$ cat src/design/bdHostDefs_defs.svh
`ifndef BD_HOST_DEFS_SVH
`define BD_HOST_DEFS_SVH

// ------------------------------------------------------------
// bank and datapath sizing
// ------------------------------------------------------------

// spike generators in the bank
`define BD_NUM_GENS 4

// host words and chip words share one width
`define BD_WORD_W 32

// ------------------------------------------------------------
// generator and queue sizing
// ------------------------------------------------------------

// period and start-tick fields of a generator program
`define BD_PERIOD_W 16

// pass-through queue entries, keep a power of two
`define BD_QUEUE_DEPTH 4

`endif

$ cat src/design/spikeGenPkg.sv
`include "bdHostDefs_defs.svh"

package spikeGenPkg;

  // ------------------------------------------------------------
  // assembled program, low 52 of the 64 shifted-in bits
  // ------------------------------------------------------------

  localparam int PROG_TAG_LSB    = 0;
  localparam int PROG_TAG_W      = 11;
  localparam int PROG_TICKS_LSB  = 11;           // start value of the count
  localparam int PROG_PERIOD_LSB = 27;
  localparam int PROG_GEN_LSB    = 43;           // target generator
  localparam int PROG_GEN_W      = 8;
  localparam int PROG_SIGN_BIT   = 51;
  localparam int PROG_W          = 52;

  // ticks and period are both BD_PERIOD_W wide
  localparam int PROG_TIME_W = `BD_PERIOD_W;

  // ------------------------------------------------------------
  // spike word out to the chip
  // ------------------------------------------------------------

  localparam logic [1:0] SPIKE_KIND = 2'b01;

  // kind 31:30, sign 29, gen 28:21, tag 20:10, zero below
  localparam int SPK_SIGN_BIT = 29;
  localparam int SPK_GEN_LSB  = 21;
  localparam int SPK_TAG_LSB  = 10;

endpackage

$ cat src/design/spikeGen.sv
`timescale 1ns/1ps
`include "bdHostDefs_defs.svh"

module spikeGen #(
  parameter int GEN_INDEX = 0  // slot in the bank, goes into the spike word
) (
  input  logic                           okClk,
  input  logic                           rstN,
  input  logic                           run,
  input  logic                           load,
  input  logic [spikeGenPkg::PROG_W-1:0] genProgram,
  input  logic                           grant,
  output logic                           pending,
  output logic [`BD_WORD_W-1:0]          spikeWord
);
  import spikeGenPkg::*;

  logic [PROG_TIME_W-1:0] period;
  logic [PROG_TIME_W-1:0] periodLast;
  logic [PROG_TIME_W-1:0] count;
  logic [PROG_TAG_W-1:0]  tag;
  logic                   sign;
  logic                   counting;
  logic                   atLast;

  // ------------------------------------------------------------
  // period counter
  // ------------------------------------------------------------

  assign periodLast = period - 1'b1;
  assign atLast     = (count >= periodLast);  // ticks may start past the end

  // unprogrammed slot (period 0) never counts
  assign counting = run && !pending && (period != '0);

  always_ff @(posedge okClk) begin
    if (!rstN) begin
      pending <= 1'b0;
      count   <= '0;
      period  <= '0;
    end else begin
      if (grant) pending <= 1'b0;
      else if (counting && atLast) pending <= 1'b1;  // count holds from here

      if (load) begin
        period <= genProgram[PROG_PERIOD_LSB +: PROG_TIME_W];
        count  <= genProgram[PROG_TICKS_LSB +: PROG_TIME_W];
      end else if (grant) begin
        count <= '0;  // restart after the merger took it
      end else if (counting && !atLast) begin
        count <= count + 1'b1;
      end
    end
  end

  // spike fields, plain payload
  always_ff @(posedge okClk) begin
    if (load) begin
      tag  <= genProgram[PROG_TAG_LSB +: PROG_TAG_W];
      sign <= genProgram[PROG_SIGN_BIT];
    end
  end

  // ------------------------------------------------------------
  // spike word
  // ------------------------------------------------------------

  always_comb begin
    spikeWord = '0;
    spikeWord[`BD_WORD_W-1 -: 2]             = SPIKE_KIND;
    spikeWord[SPK_SIGN_BIT]                  = sign;
    spikeWord[SPK_GEN_LSB +: PROG_GEN_W]     = PROG_GEN_W'(GEN_INDEX);
    spikeWord[SPK_TAG_LSB +: PROG_TAG_W]     = tag;
  end

  // a zero period would stall the slot for good
  aLoadPeriod: assert property (@(posedge okClk) disable iff (!rstN)
    load |-> (genProgram[PROG_PERIOD_LSB +: PROG_TIME_W] != '0));

  // merger only grants what is waiting
  aGrantPending: assert property (@(posedge okClk) disable iff (!rstN)
    grant |-> pending);

endmodule

$ cat config.mk
export PLATFORM = sky130hd
export DESIGN_NAME = spikeGen
export DESIGN_NICKNAME = d
export VERILOG_FILES = /design/src/design/spikeGenPkg.sv /design/src/design/spikeGen.sv
export VERILOG_INCLUDE_DIRS = /design/src /design/src/design
export SDC_FILE = /design/constraint.sdc
export NUM_CORES = 1
export LEC_CHECK = 0
export BUFFER_PORTS_ARGS = -buffer_cell sky130_fd_sc_hd__buf_4
export CAP_MARGIN = 25
export CORE_MARGIN = 2
export CORE_UTILIZATION = 44
export DETAILED_ROUTE_END_ITERATION = 10
export GPL_TIMING_DRIVEN = 1
export HOLD_SLACK_MARGIN = 0.08
export PLACE_DENSITY = 0.78
export SETUP_SLACK_MARGIN = 0.5
export SYNTH_ARGS = -nofsm -noshare
export SYNTH_HDL_FRONTEND = slang
export SYNTH_SLANG_ARGS = --single-unit
export TNS_END_PERCENT = 10
$ cat constraint.sdc
create_clock -name okClk -period 3.9 [get_ports okClk]
set_input_delay 0.39 -clock okClk [delete_from_list [all_inputs] [get_ports okClk]]
set_output_delay 0.39 -clock okClk [all_outputs]
set_load 0.01 [all_outputs]
==> metrics.csv <==
stage,metric,value,unit
logic_synthesis,avgSynthCellArea,9.02,um2
final_layout,final_common_cell,buf_4,
timing,finalClockSkew,0.0160,ns
final_layout,layout-drive-gt1-share,0.296,
cts,cts-root-buf,clkbuf_8,
setup_path,worstRegToRegCells,13,
final_layout,stdcell_count,453,
setup_path,max_stage_delay,0.43,ns
die,die_w,83.2,um
routing,drt_iter0_drc,249,
timing,fin_crit_sh,0.861,
setup_path,arrival,3.57,ns
timing,grt_setup_unrepaired,true,
setup_path,path_cells,inv_2 -> ha_4 -> nor3b_4 -> nand2_1 -> or4_4 -> xor2_1 -> ha_1 -> nand4_1 -> a211o_1 -> o32a_1 -> and3_4 -> or3_1 -> and4_1,
logic_synthesis,ys_seq_elements,45,
die,pin_count,90,
cts,cts.sinks,45,
setup_path,endpoint_kind,register,
timing,relSlewSlack,0.528,
logic_synthesis,synthArstFlopShare,0,
routing,vias,2467,
logic_synthesis,synthFlopType,dfxtp_1,
global_routing,grt_start_max_net_pins,48,
routing,totalWireLength,6.69,mm
logic_synthesis,seq_area_frac_synth,0.370,
run_status,status,finished clean,
global_routing,grt_antenna_before_repair,0,
final_layout,multi_input_area,0.00167,mm2
min_path,whs_path_depth,1,
die,start_util,0.461,
cts,cts_tree,built,
logic_synthesis,yosysUniqueCellTypes,48,
logic_synthesis,synth.cell_area,0.00276,mm2
logic_synthesis,syn_inst,306,
final_layout,seq_area,0.00103,mm2
routing,post_drt_wl_per_cell,14.8,um
final_layout,mostFrequentLayoutCells,"76 x buf_4, 33 x nor2_1, 29 x dfxtp_1",
timing,fin_ws,0.543,ns
setup_path,crit_fanout,5,
final_layout,finalNetCount,452,
cts,clk_pin_slew_worst_paths,0.10,ns
routing,route.detailed.drc,0,
timing,hold_viol,0,
place,numPortBuffers,61,
cts,cts_buffer_depth,2,
timing,worstMarginPinSlew,0.707,ns
setup_path,cp_data_required_time,4.11,ns
timing,setup_viol,0,
power,total_power,0.00119,W
final_layout,n_fill_cell,513,
final_layout,antenna_cells,0,
final_layout,area_growth,27.7,%
routing,via_per_inst,5.45,
setup_path,path_depth,13,
die,die_area,0.00692,mm2
logic_synthesis,ys_warn_count,0,
setup_path,crit_buf_inv,1,
power,peakVddDrop,0.221,mV
routing,detail_route.first_pass.iterations,5,
global_routing,grtUsageTotal,0.184,
place,hpwl,4.52,mm
setup_path,path_delay_family,simple AND/OR/NAND/NOR gates,
timing,whs,0.249,ns
timing,fmax,298,MHz
power,power_density,339,mW/mm2
min_path,hold_class,primary input to register,
place,post-place-ws,0.325,ns
setup_path,crit_slowest_cell,or4_4,
logic_synthesis,synth_edf_count,12,
cts,clock_latency,0.31,ns
global_routing,overflow,0,
setup_path,critical_path_class,register to register,
place,place_congestion,0.896,
die,coreArea,0.00599,mm2
routing,antenna_left,0,
timing,fin_crit,3.36,ns
power,leakagePower,1.54,nW
place,dpl.cell_count,428,
timing,timing.setup.tns,0,ns
setup_path,crit_path_start_kind,register,
global_routing,grt_pass1_wl,10.6,mm
die,die_h,83.2,um
cts,cts_made_buffers,5,
run,cap_viol_max_count,0,
global_routing,grt_pass1_vias,2224,
cts,h-tree-depth,2,
die,rows,28,
timing,drv_slew,0,
## final timing paths
path	start	endpoint	slack, ns
setup reg to reg	period[1]$_SDFFE_PN0P_	count[2]$_SDFFE_PN0P_	0.54
hold reg to reg	period[15]$_SDFFE_PN0P_	period[15]$_SDFFE_PN0P_	0.54
hold / removal	genProgram[8]	tag[8]$_DFFE_PP_	0.25
setup / recovery	period[1]$_SDFFE_PN0P_	count[2]$_SDFFE_PN0P_	0.54
## per-layer routing
| layer | track usage | wire (um) |
|---|---|---|
| met1 | 0.261 | 3020 |
| met2 | 0.284 | 3080 |
| met3 | 0.0378 | 535 |
| met4 | 0.0537 | 47 |
| met5 | 0 | 0 |
## stage by stage
step,cell area [um2],util
floorplan,2830,-
global placement,3170,0.529
detailed placement,3170,0.529
CTS,3320,0.554
global route,3520,0.588
finish,3520,0.588
## cells in the mapped netlist (all sizes together) (9+ instances only)
cell type	instances	area, um2
buf	25	184
dfxtp	33	661
edfxtp	12	360
ha	18	225
inv	9	33.8
mux2i	16	160
nand2	26	97.6
nor2	33	124
nor3	15	75.1
o21ai	12	60.1
xnor2	10	87.6
## area by class of cell
class,instances,area share
Timing Repair Buffer,78,0.171
Inverter,9,0.0103
Tap cell,75,0.0266
Sequential cell,45,0.293
Clock inverter,3,0.00710
Multi-Input combinational cell,238,0.473
Clock buffer,5,0.0195
## flip-flops by register name (all words and copies together), names as in the netlist
| register | cells |
|---|---|
| pending | 1 |
| period | 16 |
| tag | 11 |
| sign | 1 |
| count | 16 |
## cells by family after synthesis
logic type | count (synthesis) | synth area share
and+or+nand+nor | 112 | 0.201
AOI/OAI and AO/OA | 55 | 0.146
other | 2 | 0.00272
muxes | 16 | 0.0580
adders and majority gates | 18 | 0.0816
xor gates and xnor gates | 16 | 0.0508
DFF | 45 | 0.370
buffers and inverters | 42 | 0.0898
## repair_timing
| item | in CTS | in global routing |
|---|---|---|
| gates cloned | 0 | 1 |
| hold buffers | 0 | 0 |
| setup endpoints to repair | 10 | 16 |
| endpoints found under the hold margin | 0 | 0 |
| resized for setup | 2 | 27 |
| buffers inserted | 4 | 12 |
| pin swaps | 1 | 11 |
## where the power goes
| part | total (W) | internal (W) | switching [W] |
|---|---|---|---|
| clock network | 0.000312 | 0.000130 | 0.000182 |
| registers | 0.000545 | 0.000510 | 0.0000345 |
| logic | 0.000338 | 0.000174 | 0.000164 |
| total | 0.00119 | 0.000814 | 0.000381 |
Note: power is estimated with default switching activity, not from simulation.
