===== src/design/bdHostDefs_defs.svh =====
`ifndef BD_HOST_DEFS_SVH
`define BD_HOST_DEFS_SVH

// ------------------------------------------------------------
// bank and datapath sizing
// ------------------------------------------------------------

// spike generators in the bank
`define BD_NUM_GENS 4

// host words and chip words share one width
`define BD_WORD_W 32

// ------------------------------------------------------------
// generator and queue sizing
// ------------------------------------------------------------

// period and start-tick fields of a generator program
`define BD_PERIOD_W 16

// pass-through queue entries, keep a power of two
`define BD_QUEUE_DEPTH 4

`endif


===== src/design/bdWordPkg.sv =====
package bdWordPkg;

  // ------------------------------------------------------------
  // host word, one 32-bit word read two ways
  // ------------------------------------------------------------

  // ep view:  [3] endpoint id, [2:0] 24-bit payload
  // rg view:  [1] kind(15:14) reg id(13:8) pad(7:0), [0] data
  typedef union packed {
    logic [3:0][7:0]  ep;
    logic [1:0][15:0] rg;
  } hostWord_u;

  // ------------------------------------------------------------
  // word kinds, top two bits of either view
  // ------------------------------------------------------------

  localparam logic [1:0] KIND_BD  = 2'b00;  // chip word, passed through
  localparam logic [1:0] KIND_EP  = 2'b01;  // endpoint write
  localparam logic [1:0] KIND_REG = 2'b10;  // register write
  // kind 11 is a channel write, not handled here

  // register ids, 6 bits

  // bit 0 holds the core in soft reset
  localparam logic [5:0] REG_RESET = 6'd31;
  // highest id, never backed by a register
  localparam logic [5:0] REG_NOP   = 6'd63;

  // ------------------------------------------------------------
  // endpoint ids, full 8 bits incl. kind
  // ------------------------------------------------------------

  localparam logic [7:0] EP_GENS_USED  = 8'd69;   // generators in use
  localparam logic [7:0] EP_GEN_ENABLE = 8'd70;   // per-generator enable mask
  localparam logic [7:0] EP_GEN_PROG   = 8'd112;  // program piece, 16 bits at a time

endpackage


===== src/design/spikeGenPkg.sv =====
`include "bdHostDefs_defs.svh"

package spikeGenPkg;

  // ------------------------------------------------------------
  // assembled program, low 52 of the 64 shifted-in bits
  // ------------------------------------------------------------

  localparam int PROG_TAG_LSB    = 0;
  localparam int PROG_TAG_W      = 11;
  localparam int PROG_TICKS_LSB  = 11;           // start value of the count
  localparam int PROG_PERIOD_LSB = 27;
  localparam int PROG_GEN_LSB    = 43;           // target generator
  localparam int PROG_GEN_W      = 8;
  localparam int PROG_SIGN_BIT   = 51;
  localparam int PROG_W          = 52;

  // ticks and period are both BD_PERIOD_W wide
  localparam int PROG_TIME_W = `BD_PERIOD_W;

  // ------------------------------------------------------------
  // spike word out to the chip
  // ------------------------------------------------------------

  localparam logic [1:0] SPIKE_KIND = 2'b01;

  // kind 31:30, sign 29, gen 28:21, tag 20:10, zero below
  localparam int SPK_SIGN_BIT = 29;
  localparam int SPK_GEN_LSB  = 21;
  localparam int SPK_TAG_LSB  = 10;

endpackage


===== src/design/hostWordDecoder.sv =====
`timescale 1ns/1ps
`include "bdHostDefs_defs.svh"

module hostWordDecoder (
  input  logic                           okClk,
  input  logic                           rstN,
  input  logic                           hostValid,
  input  bdWordPkg::hostWord_u           hostData,
  output logic                           bdWordValid,
  output logic [`BD_WORD_W-1:0]          bdWord,
  output logic                           coreReset,
  output logic [`BD_NUM_GENS-1:0]        genLoad,
  output logic [spikeGenPkg::PROG_W-1:0] genProgram,
  output logic [`BD_NUM_GENS-1:0]        genRun
);
  import bdWordPkg::*;
  import spikeGenPkg::*;

  localparam int ASM_W = 64;  // four 16-bit pieces

  logic [1:0]              wordKind;
  logic [5:0]              regId;
  logic [15:0]             regData;
  logic [7:0]              epId;
  logic [23:0]             epPayload;
  logic [15:0]             gensUsed;
  logic [`BD_NUM_GENS-1:0] genEnable;
  logic [ASM_W-1:0]        progAsm;
  logic [ASM_W-1:0]        progAsmNext;
  logic [1:0]              pieceCnt;
  logic [PROG_GEN_W-1:0]   loadIdx;
  logic                    progPiece;

  // ------------------------------------------------------------
  // field extraction, both views of the same word
  // ------------------------------------------------------------

  assign wordKind  = hostData.rg[1][15:14];
  assign regId     = hostData.rg[1][13:8];
  assign regData   = hostData.rg[0];
  assign epId      = hostData.ep[3];     // kind bits included
  assign epPayload = hostData.ep[2:0];

  assign progPiece = hostValid && (wordKind == KIND_EP) && (epId == EP_GEN_PROG);

  // new piece enters at the top, lowest piece ends up in 15:0
  assign progAsmNext = {epPayload[15:0], progAsm[ASM_W-1:16]};
  assign loadIdx     = progAsmNext[PROG_GEN_LSB +: PROG_GEN_W];

  // ------------------------------------------------------------
  // control registers
  // ------------------------------------------------------------

  always_ff @(posedge okClk) begin
    if (!rstN) begin
      coreReset   <= 1'b1;  // core comes up held
      gensUsed    <= '0;
      genEnable   <= '0;
      pieceCnt    <= '0;
      genLoad     <= '0;
      bdWordValid <= 1'b0;
    end else begin
      bdWordValid <= hostValid && (wordKind == KIND_BD);
      genLoad     <= '0;  // strobe

      if (hostValid && (wordKind == KIND_REG)) begin
        case (regId)
          REG_RESET: coreReset <= regData[0];
          REG_NOP:   ;  // pipe filler
          default:   ;  // other ids are kept on the chip side
        endcase
      end

      if (hostValid && (wordKind == KIND_EP)) begin
        case (epId)
          EP_GENS_USED:  gensUsed  <= epPayload[15:0];
          EP_GEN_ENABLE: genEnable <= epPayload[`BD_NUM_GENS-1:0];
          default:       ;  // program pieces go through progPiece
        endcase
      end

      // piece counter, restarts whenever the core is held
      if (coreReset) begin
        pieceCnt <= '0;
      end else if (progPiece) begin
        pieceCnt <= pieceCnt + 1'b1;
        if (pieceCnt == 2'd3) begin
          // fourth piece, index out of range loads nobody
          for (int g = 0; g < `BD_NUM_GENS; g++) begin
            if (loadIdx == PROG_GEN_W'(g)) genLoad[g] <= 1'b1;
          end
        end
      end
    end
  end

  // payload, no reset needed
  always_ff @(posedge okClk) begin
    bdWord <= hostData;
    if (progPiece) progAsm <= progAsmNext;
  end

  assign genProgram = progAsm[PROG_W-1:0];

  // run = enabled, inside the in-use count, core not held
  always_comb begin
    for (int g = 0; g < `BD_NUM_GENS; g++) begin
      genRun[g] = genEnable[g] && (gensUsed > 16'(g)) && !coreReset;
    end
  end

  // one program word reaches at most one generator
  aOneLoad: assert property (@(posedge okClk) disable iff (!rstN) $onehot0(genLoad));

endmodule


===== config.mk =====
export PLATFORM = sky130hd
export DESIGN_NAME = hostWordDecoder
export DESIGN_NICKNAME = d
export VERILOG_FILES = /design/src/design/bdWordPkg.sv /design/src/design/spikeGenPkg.sv /design/src/design/hostWordDecoder.sv
export VERILOG_INCLUDE_DIRS = /design/src /design/src/design
export SDC_FILE = /design/constraint.sdc
export NUM_CORES = 1
export LEC_CHECK = 0
export ABC_AREA = 1
export BUFFER_PORTS_ARGS = -buffer_cell sky130_fd_sc_hd__clkbuf_2
export CAP_MARGIN = 20
export CORE_ASPECT_RATIO = 0.9
export CORE_MARGIN = 2
export CORE_UTILIZATION = 25
export CTS_CLUSTER_DIAMETER = 150
export DETAILED_ROUTE_END_ITERATION = 10
export GPL_TIMING_DRIVEN = 0
export PLACE_DENSITY_LB_ADDON = 0.15
export SLEW_MARGIN = 20
export SYNTH_ARGS = -nofsm -noshare
export SYNTH_HDL_FRONTEND = slang
export SYNTH_SLANG_ARGS = --single-unit

===== constraint.sdc =====
create_clock -name okClk -period 4.56 [get_ports okClk]
set_input_delay 0.912 -clock okClk [delete_from_list [all_inputs] [get_ports okClk]]
set_output_delay 0.912 -clock okClk [all_outputs]
set_load 0.01 [all_outputs]

==> metrics.yaml, run 1 <==
detailed_routing:
  wirelength_met1_um: 4140
  wl_per_cell_um: 11.6
  top_layer: "met4"
  ant_nets: 0
  wl_met2_um: 3860
  vias: 2776
  drc: 0
  vias_per_cell: 3.74
  drt-initial-drc-count: 103
  drt_wl_total_um: 8620
  first_pass_iters: 4
  wl_met3_um: 507
finish:
  syn_to_final_growth_pct: 36.4
  drive_above_1_share_pct: 40.9
  multiInputGateArea_um2: 633
  finalInstanceArea_um2: 5890
  diodes: 0
  fill_cells: 1738
  ff_latch_area_um2: 3120
  nets: 554
placement:
  port_buffers: 128
  gp_congestion: 0.691
  placed_area_um2: 5260
  hpwl_um: 6100
  pre_cts_ws_ns: 2.09
synthesis:
  synth_edf_count: 64
  syn_inst: 369
  synth_nets: 405
  ys_warn_count: 0
  async_flop_share_pct: 0
  synthTopCellsByCount: "nor2_1 (66), edfxtp_1 (64), dfxtp_1 (60)"
  synth_top_cell_by_area: "edfxtp_1"
  synth_cell_types: 18
  syn_area_um2: 4310
  yosysSeqAreaShare_pct: 72.4
  synth.avg_cell_area_um2: 11.7
  synth_most_common_cell: "nor2_1"
  ys_ff_latch: 124
  ys.flop_type: "edfxtp_1"
  yosys-top-cells-area: "edfxtp_1 (45%), dfxtp_1 (28%), buf_4 (9.0%)"
  post-synth-top-area-fraction_pct: 44.5
global_route:
  antenna_found_initial: 0
  grt_max_degree: 28
  grt_usage_pct: 9.88
  grt_pass1_wl_um: 13300
  overflow: 0
  grt_pass1_vias: 2663
clock_network:
  cts_sinks: 124
  cts_tree: "done"
  cts_buffers: 17
  path_clk_slew_ns: 0.05
  clk_path_buf_depth: 2
  holdBufCountCts: 0
  htreeDepth: 4
  clk_latency_ns: 0.41
  post_cts_buffers: 0
  cts-root-buf: "clkbuf_16"
  cts_resized: 0
setup_path:
  required_ns: 3.65
  path_class: "register to output pin"
  cp_max_fo: 4
  critPathLaunchType: "register"
  endpoint_kind: "output pin"
  crit_chain: "nor2_1 -> o21ai_0 -> nor2_1 -> a21oi_1 -> clkbuf_2"
  cp.arrival_ns: 1.40
  critPathSlowestCell: "dfxtp_1"
  crit_top_cell: "nor2_1"
  critical_path.max_stage_delay_ns: 0.31
power:
  power_density_nw_per_um2: 452
  vdd_ir_drop_max_mv: 0.270
  leakagePower_uw: 0.00270
  total_power_uw: 2660
die:
  row_count: 45
  io-pin-count: 129
  die_h_um: 129
  core_um2: 16900
  die_w_um: 142
  initial_core_util_pct: 25.5
  dieArea_um2: 18300
worst_hold_path:
  worstHoldPathType: "register to register"
timing:
  max-slew-margin-rel_pct: 57.5
  finalHoldViolations: 0
  period_share_pct: 50.7
  rsz0062_at_grt: "false"
  slew_violations: 0
  tightest_slew_ns: 0.636
  final.setup.worst_slack_ns: 2.25
  fmaxAchievable_mhz: 432
  final-setup-viol-count: 0
  clock_skew_ns: 0.00661
  setup_tns_ns: 0
  min_period_ns: 2.31
flow_run:
  maxCapViolations: 0
status:
  status: "completed"
==> logic make-up after synthesis <==
logic type / Yosys count / share of synthesized area [%]
fa+ha+maj: 1 / 0.290
compound gates: 5 / 0.580
simple gates: 146 / 13.7
buf+inv: 93 / 13.1
flops: 124 / 72.4
==> cell usage in the layout, fill, tap and decap left out <==
cell type  netlist  routed
ha_1             1       1
clkinv_1         0       1
buf_6            2       2
nor2_2           2       1
buf_2            3       3
buf_12           0       2
clkbuf_8         0       3
nand2_1         59      59
nor2_4           0       1
clkbuf_1         0       6
nor2_1          66      66
or2_2            1       1
buf_4           52      52
a21oi_1          4       4
inv_1           36      36
clkbuf_2         0     128
clkbuf_16        0      17
nand4_1          4       4
nand3_1         11      11
nand2_2          1       1
nor4_1           1       1
nand3_2          1       1
bufinv_16        0       4
o21ai_0          1       1
clkinv_4         0       1
edfxtp_1        64      64
dfxtp_1         60      60
==> critical path, delay by kind of cell, from the launching register on <==
family                 cells  cell delay [ns]
AND/OR/NAND/NOR            2             0.32
AO/OA/AOI/OAI              2             0.22
flip-flops                 1             0.31
buffers and inverters      1             0.15
==> metal layers <==
metal	GRT usage, %	up-vias
met1	12.4	1264
met5	0	-
met3	4.80	6
li1	-	1423
met2	14.6	83
met4	4.19	0
==> final cells by class <==
type                            count  share of cell area [%]
Buffer                             57                    7.27
Clock buffer                       26                    8.31
Clock inverter                      6                    2.25
Inverter                           36                    2.30
Multi-Input combinational cell    152                    10.8
Sequential cell                   124                    53.1
Tap cell                          211                    4.49
Timing Repair Buffer              130                    11.6
==> worst paths after layout <==
path,to,cells past startpoint,slack [ns],startpoint
max,genRun[2],5,2.25,gensUsed[2]
min,progAsm[37],0,0.41,progAsm[53]
max reg2reg,genLoad[1],4,3.30,progAsm[62]
min reg2reg,progAsm[37],0,0.41,progAsm[53]
==> sequential cells by signal, indices dropped and copies added, names as in the netlist <==
register and flops:
progAsm 64, bdWord 32, gensUsed 16, genEnable 4
genLoad 4, pieceCnt 2, bdWordValid 1, coreReset 1
==> metrics by stage <==
step                hold WS, ns  cells  utilization, %
detailed placement        0.405    710            31.2
global placement          0.400    708            30.9
CTS                       0.414    742            34.8
floorplan                 0.400    369               -
finish                    0.412    742            34.8
global route              0.421    742            34.8
==> power by group <==
group | internal, µW | switching (µW) | total (µW)
sequential | 1180 | 4.20 | 1190
clock | 958 | 457 | 1410
combinational | 24.4 | 38.2 | 62.6
total | 2160 | 499 | 2660
Note: power is estimated with default switching activity, not from simulation.
==> inputs of run 2 (changes only) <==
==> constraint.sdc (replaced) <==
create_clock -name okClk -period 2.3 [get_ports okClk]
set_input_delay 0.46 -clock okClk [delete_from_list [all_inputs] [get_ports okClk]]
set_output_delay 0.46 -clock okClk [all_outputs]
set_load 0.01 [all_outputs]
==> run 2 against run 1 <==
  * Largest cell class unchanged
  * Non-clock buffer count is the same
  * Worst setup slack lost 1.8 ns
  * Global-route usage grew 0.16 points
  * Critical path type unchanged
  * Total power grew 80%
  * Largest power group is now sequential cells
  * Worst hold slack lost 0.26 ns
  * Utilization shrank 0.65 points
==> metrics.yaml, run 2 (synthesis gave the netlist of run 1 again) <==
finish:
  final_util_pct: 34.2
  largest_register_ffs: 64
  finalInstanceArea_um2: 5780
  layout_commonest_cell: "clkbuf_2"
  top_register: "progAsm"
  nets: 554
  final_cell_mix: "clkbuf_2 (128), nor2_1 (66), edfxtp_1 (64)"
  top_regs: "progAsm: 64 flops, bdWord: 32 flops, gensUsed: 16 flops"
  syn_to_final_growth_pct: 33.9
  fill_cells: 1728
  drive_above_1_share_pct: 41.2
  diodes: 0
clock_network:
  cts_tree: "done"
  htreeDepth: 4
  cts_resized: 0
  cts_buffers: 17
  post_cts_buffers: 0
  path_clk_slew_ns: 0.05
  cts-root-buf: "clkbuf_16"
  cts_sinks: 124
  clk_path_buf_depth: 2
  holdBufCountCts: 0
  clk_latency_ns: 0.41
timing:
  final-setup-viol-count: 0
  setup_tns_ns: 0
  rsz0062_at_grt: "false"
  fmaxAchievable_mhz: 536
  whs_ns: 0.153
  period_share_pct: 81.2
  tightest_slew_ns: 0.642
  max-slew-margin-rel_pct: 57.1
  min_period_ns: 1.87
  slew_violations: 0
  finalHoldViolations: 0
  clock_skew_ns: 0.00633
die:
  die_w_um: 142
  initial_core_util_pct: 25.5
  core_um2: 16900
  dieArea_um2: 18300
  die_h_um: 129
  io-pin-count: 129
  row_count: 45
worst_hold_path:
  worstHoldPathType: "primary input to register"
  min_path_cells: 1
setup_path:
  required_ns: 1.84
  path_class: "register to output pin"
  cp_max_fo: 4
  r2r_setup_slack_ns: 1.07
  cp.arrival_ns: 1.41
  ff2ff_path_depth: 4
  critPathLaunchType: "register"
  endpoint_kind: "output pin"
detailed_routing:
  drt-initial-drc-count: 68
  drt_wl_total_um: 8710
  vias: 2793
  ant_nets: 0
  drc: 0
  first_pass_iters: 4
  vias_per_cell: 3.76
  wl_per_cell_um: 11.7
power:
  leakagePower_uw: 0.00264
  power_density_nw_per_um2: 830
  vdd_ir_drop_max_mv: 0.478
status:
  status: "completed"
flow_run:
  maxCapViolations: 0
global_route:
  grt_max_degree: 27
  antenna_found_initial: 0
  overflow: 0
  grt_pass1_wl_um: 13700
  grt_usage_pct: 10.0
  grt_pass1_vias: 2750
placement:
  port_buffers: 128
  placed_area_um2: 5260
  hpwl_um: 6160
  gp_congestion: 0.724
-- run 2: cell types whose count changed in the layout (fill, tap and decap cells not counted), sizes merged --
cell      previous run  this run
bufinv               4         0
clkinvlp             0         4
clkinv               2         7
inv                 36        37
clkbuf             154       148
-- run 2: worst paths after layout --
| check | start | endpoint |
|---|---|---|
| max reg2reg | progAsm[62] | genLoad[0] |
| min reg2reg | progAsm[57] | progAsm[41] |
| min | hostData[22] | bdWord[22] |
| max | gensUsed[2] | genRun[2] |
-- run 2: metrics by stage --
step                      power [µW]  instances  setup WS (ns)
after CTS                       4890        742          0.391
final                           4790        742          0.433
after detailed placement        2520        710          0.301
after global placement          2520        708         -0.877
after global routing            5000        742          0.241
after floorplan                 2430        369         0.0874
-- run 2: layout make-up --
class	count	area (µm²)	area share [%]
Sequential cell	124	3120	54.1
Timing Repair Buffer	130	681	11.8
Multi-Input combinational cell	152	633	11.0
Clock buffer	20	437	7.56
Buffer	57	428	7.41
Tap cell	211	264	4.57
Inverter	36	135	2.34
Clock inverter	12	75.1	1.30
-- run 2: critical path, cell delays in order (launching register included) --
cell and delay [ns]:
dfxtp_1 0.30, nor2_1 0.23, o21ai_0 0.13, nor2_1 0.11
a21oi_1 0.07, clkbuf_2 0.15
-- run 2: routing by layer --
layer	global-route usage, %	share of wire (%)
met5	0	0
met4	4.54	1.5
met3	4.09	6.4
met2	16.3	46
met1	11.7	46
-- run 2: where the power goes --
group	switching, µW	total, µW	leakage, µW	internal (µW)
Combinational	76.4	125	0.00133	48.4
Sequential	8.00	2350	0.00107	2340
Clock	956	2320	0.000241	1360
Total	1040	4790	0.00264	3750
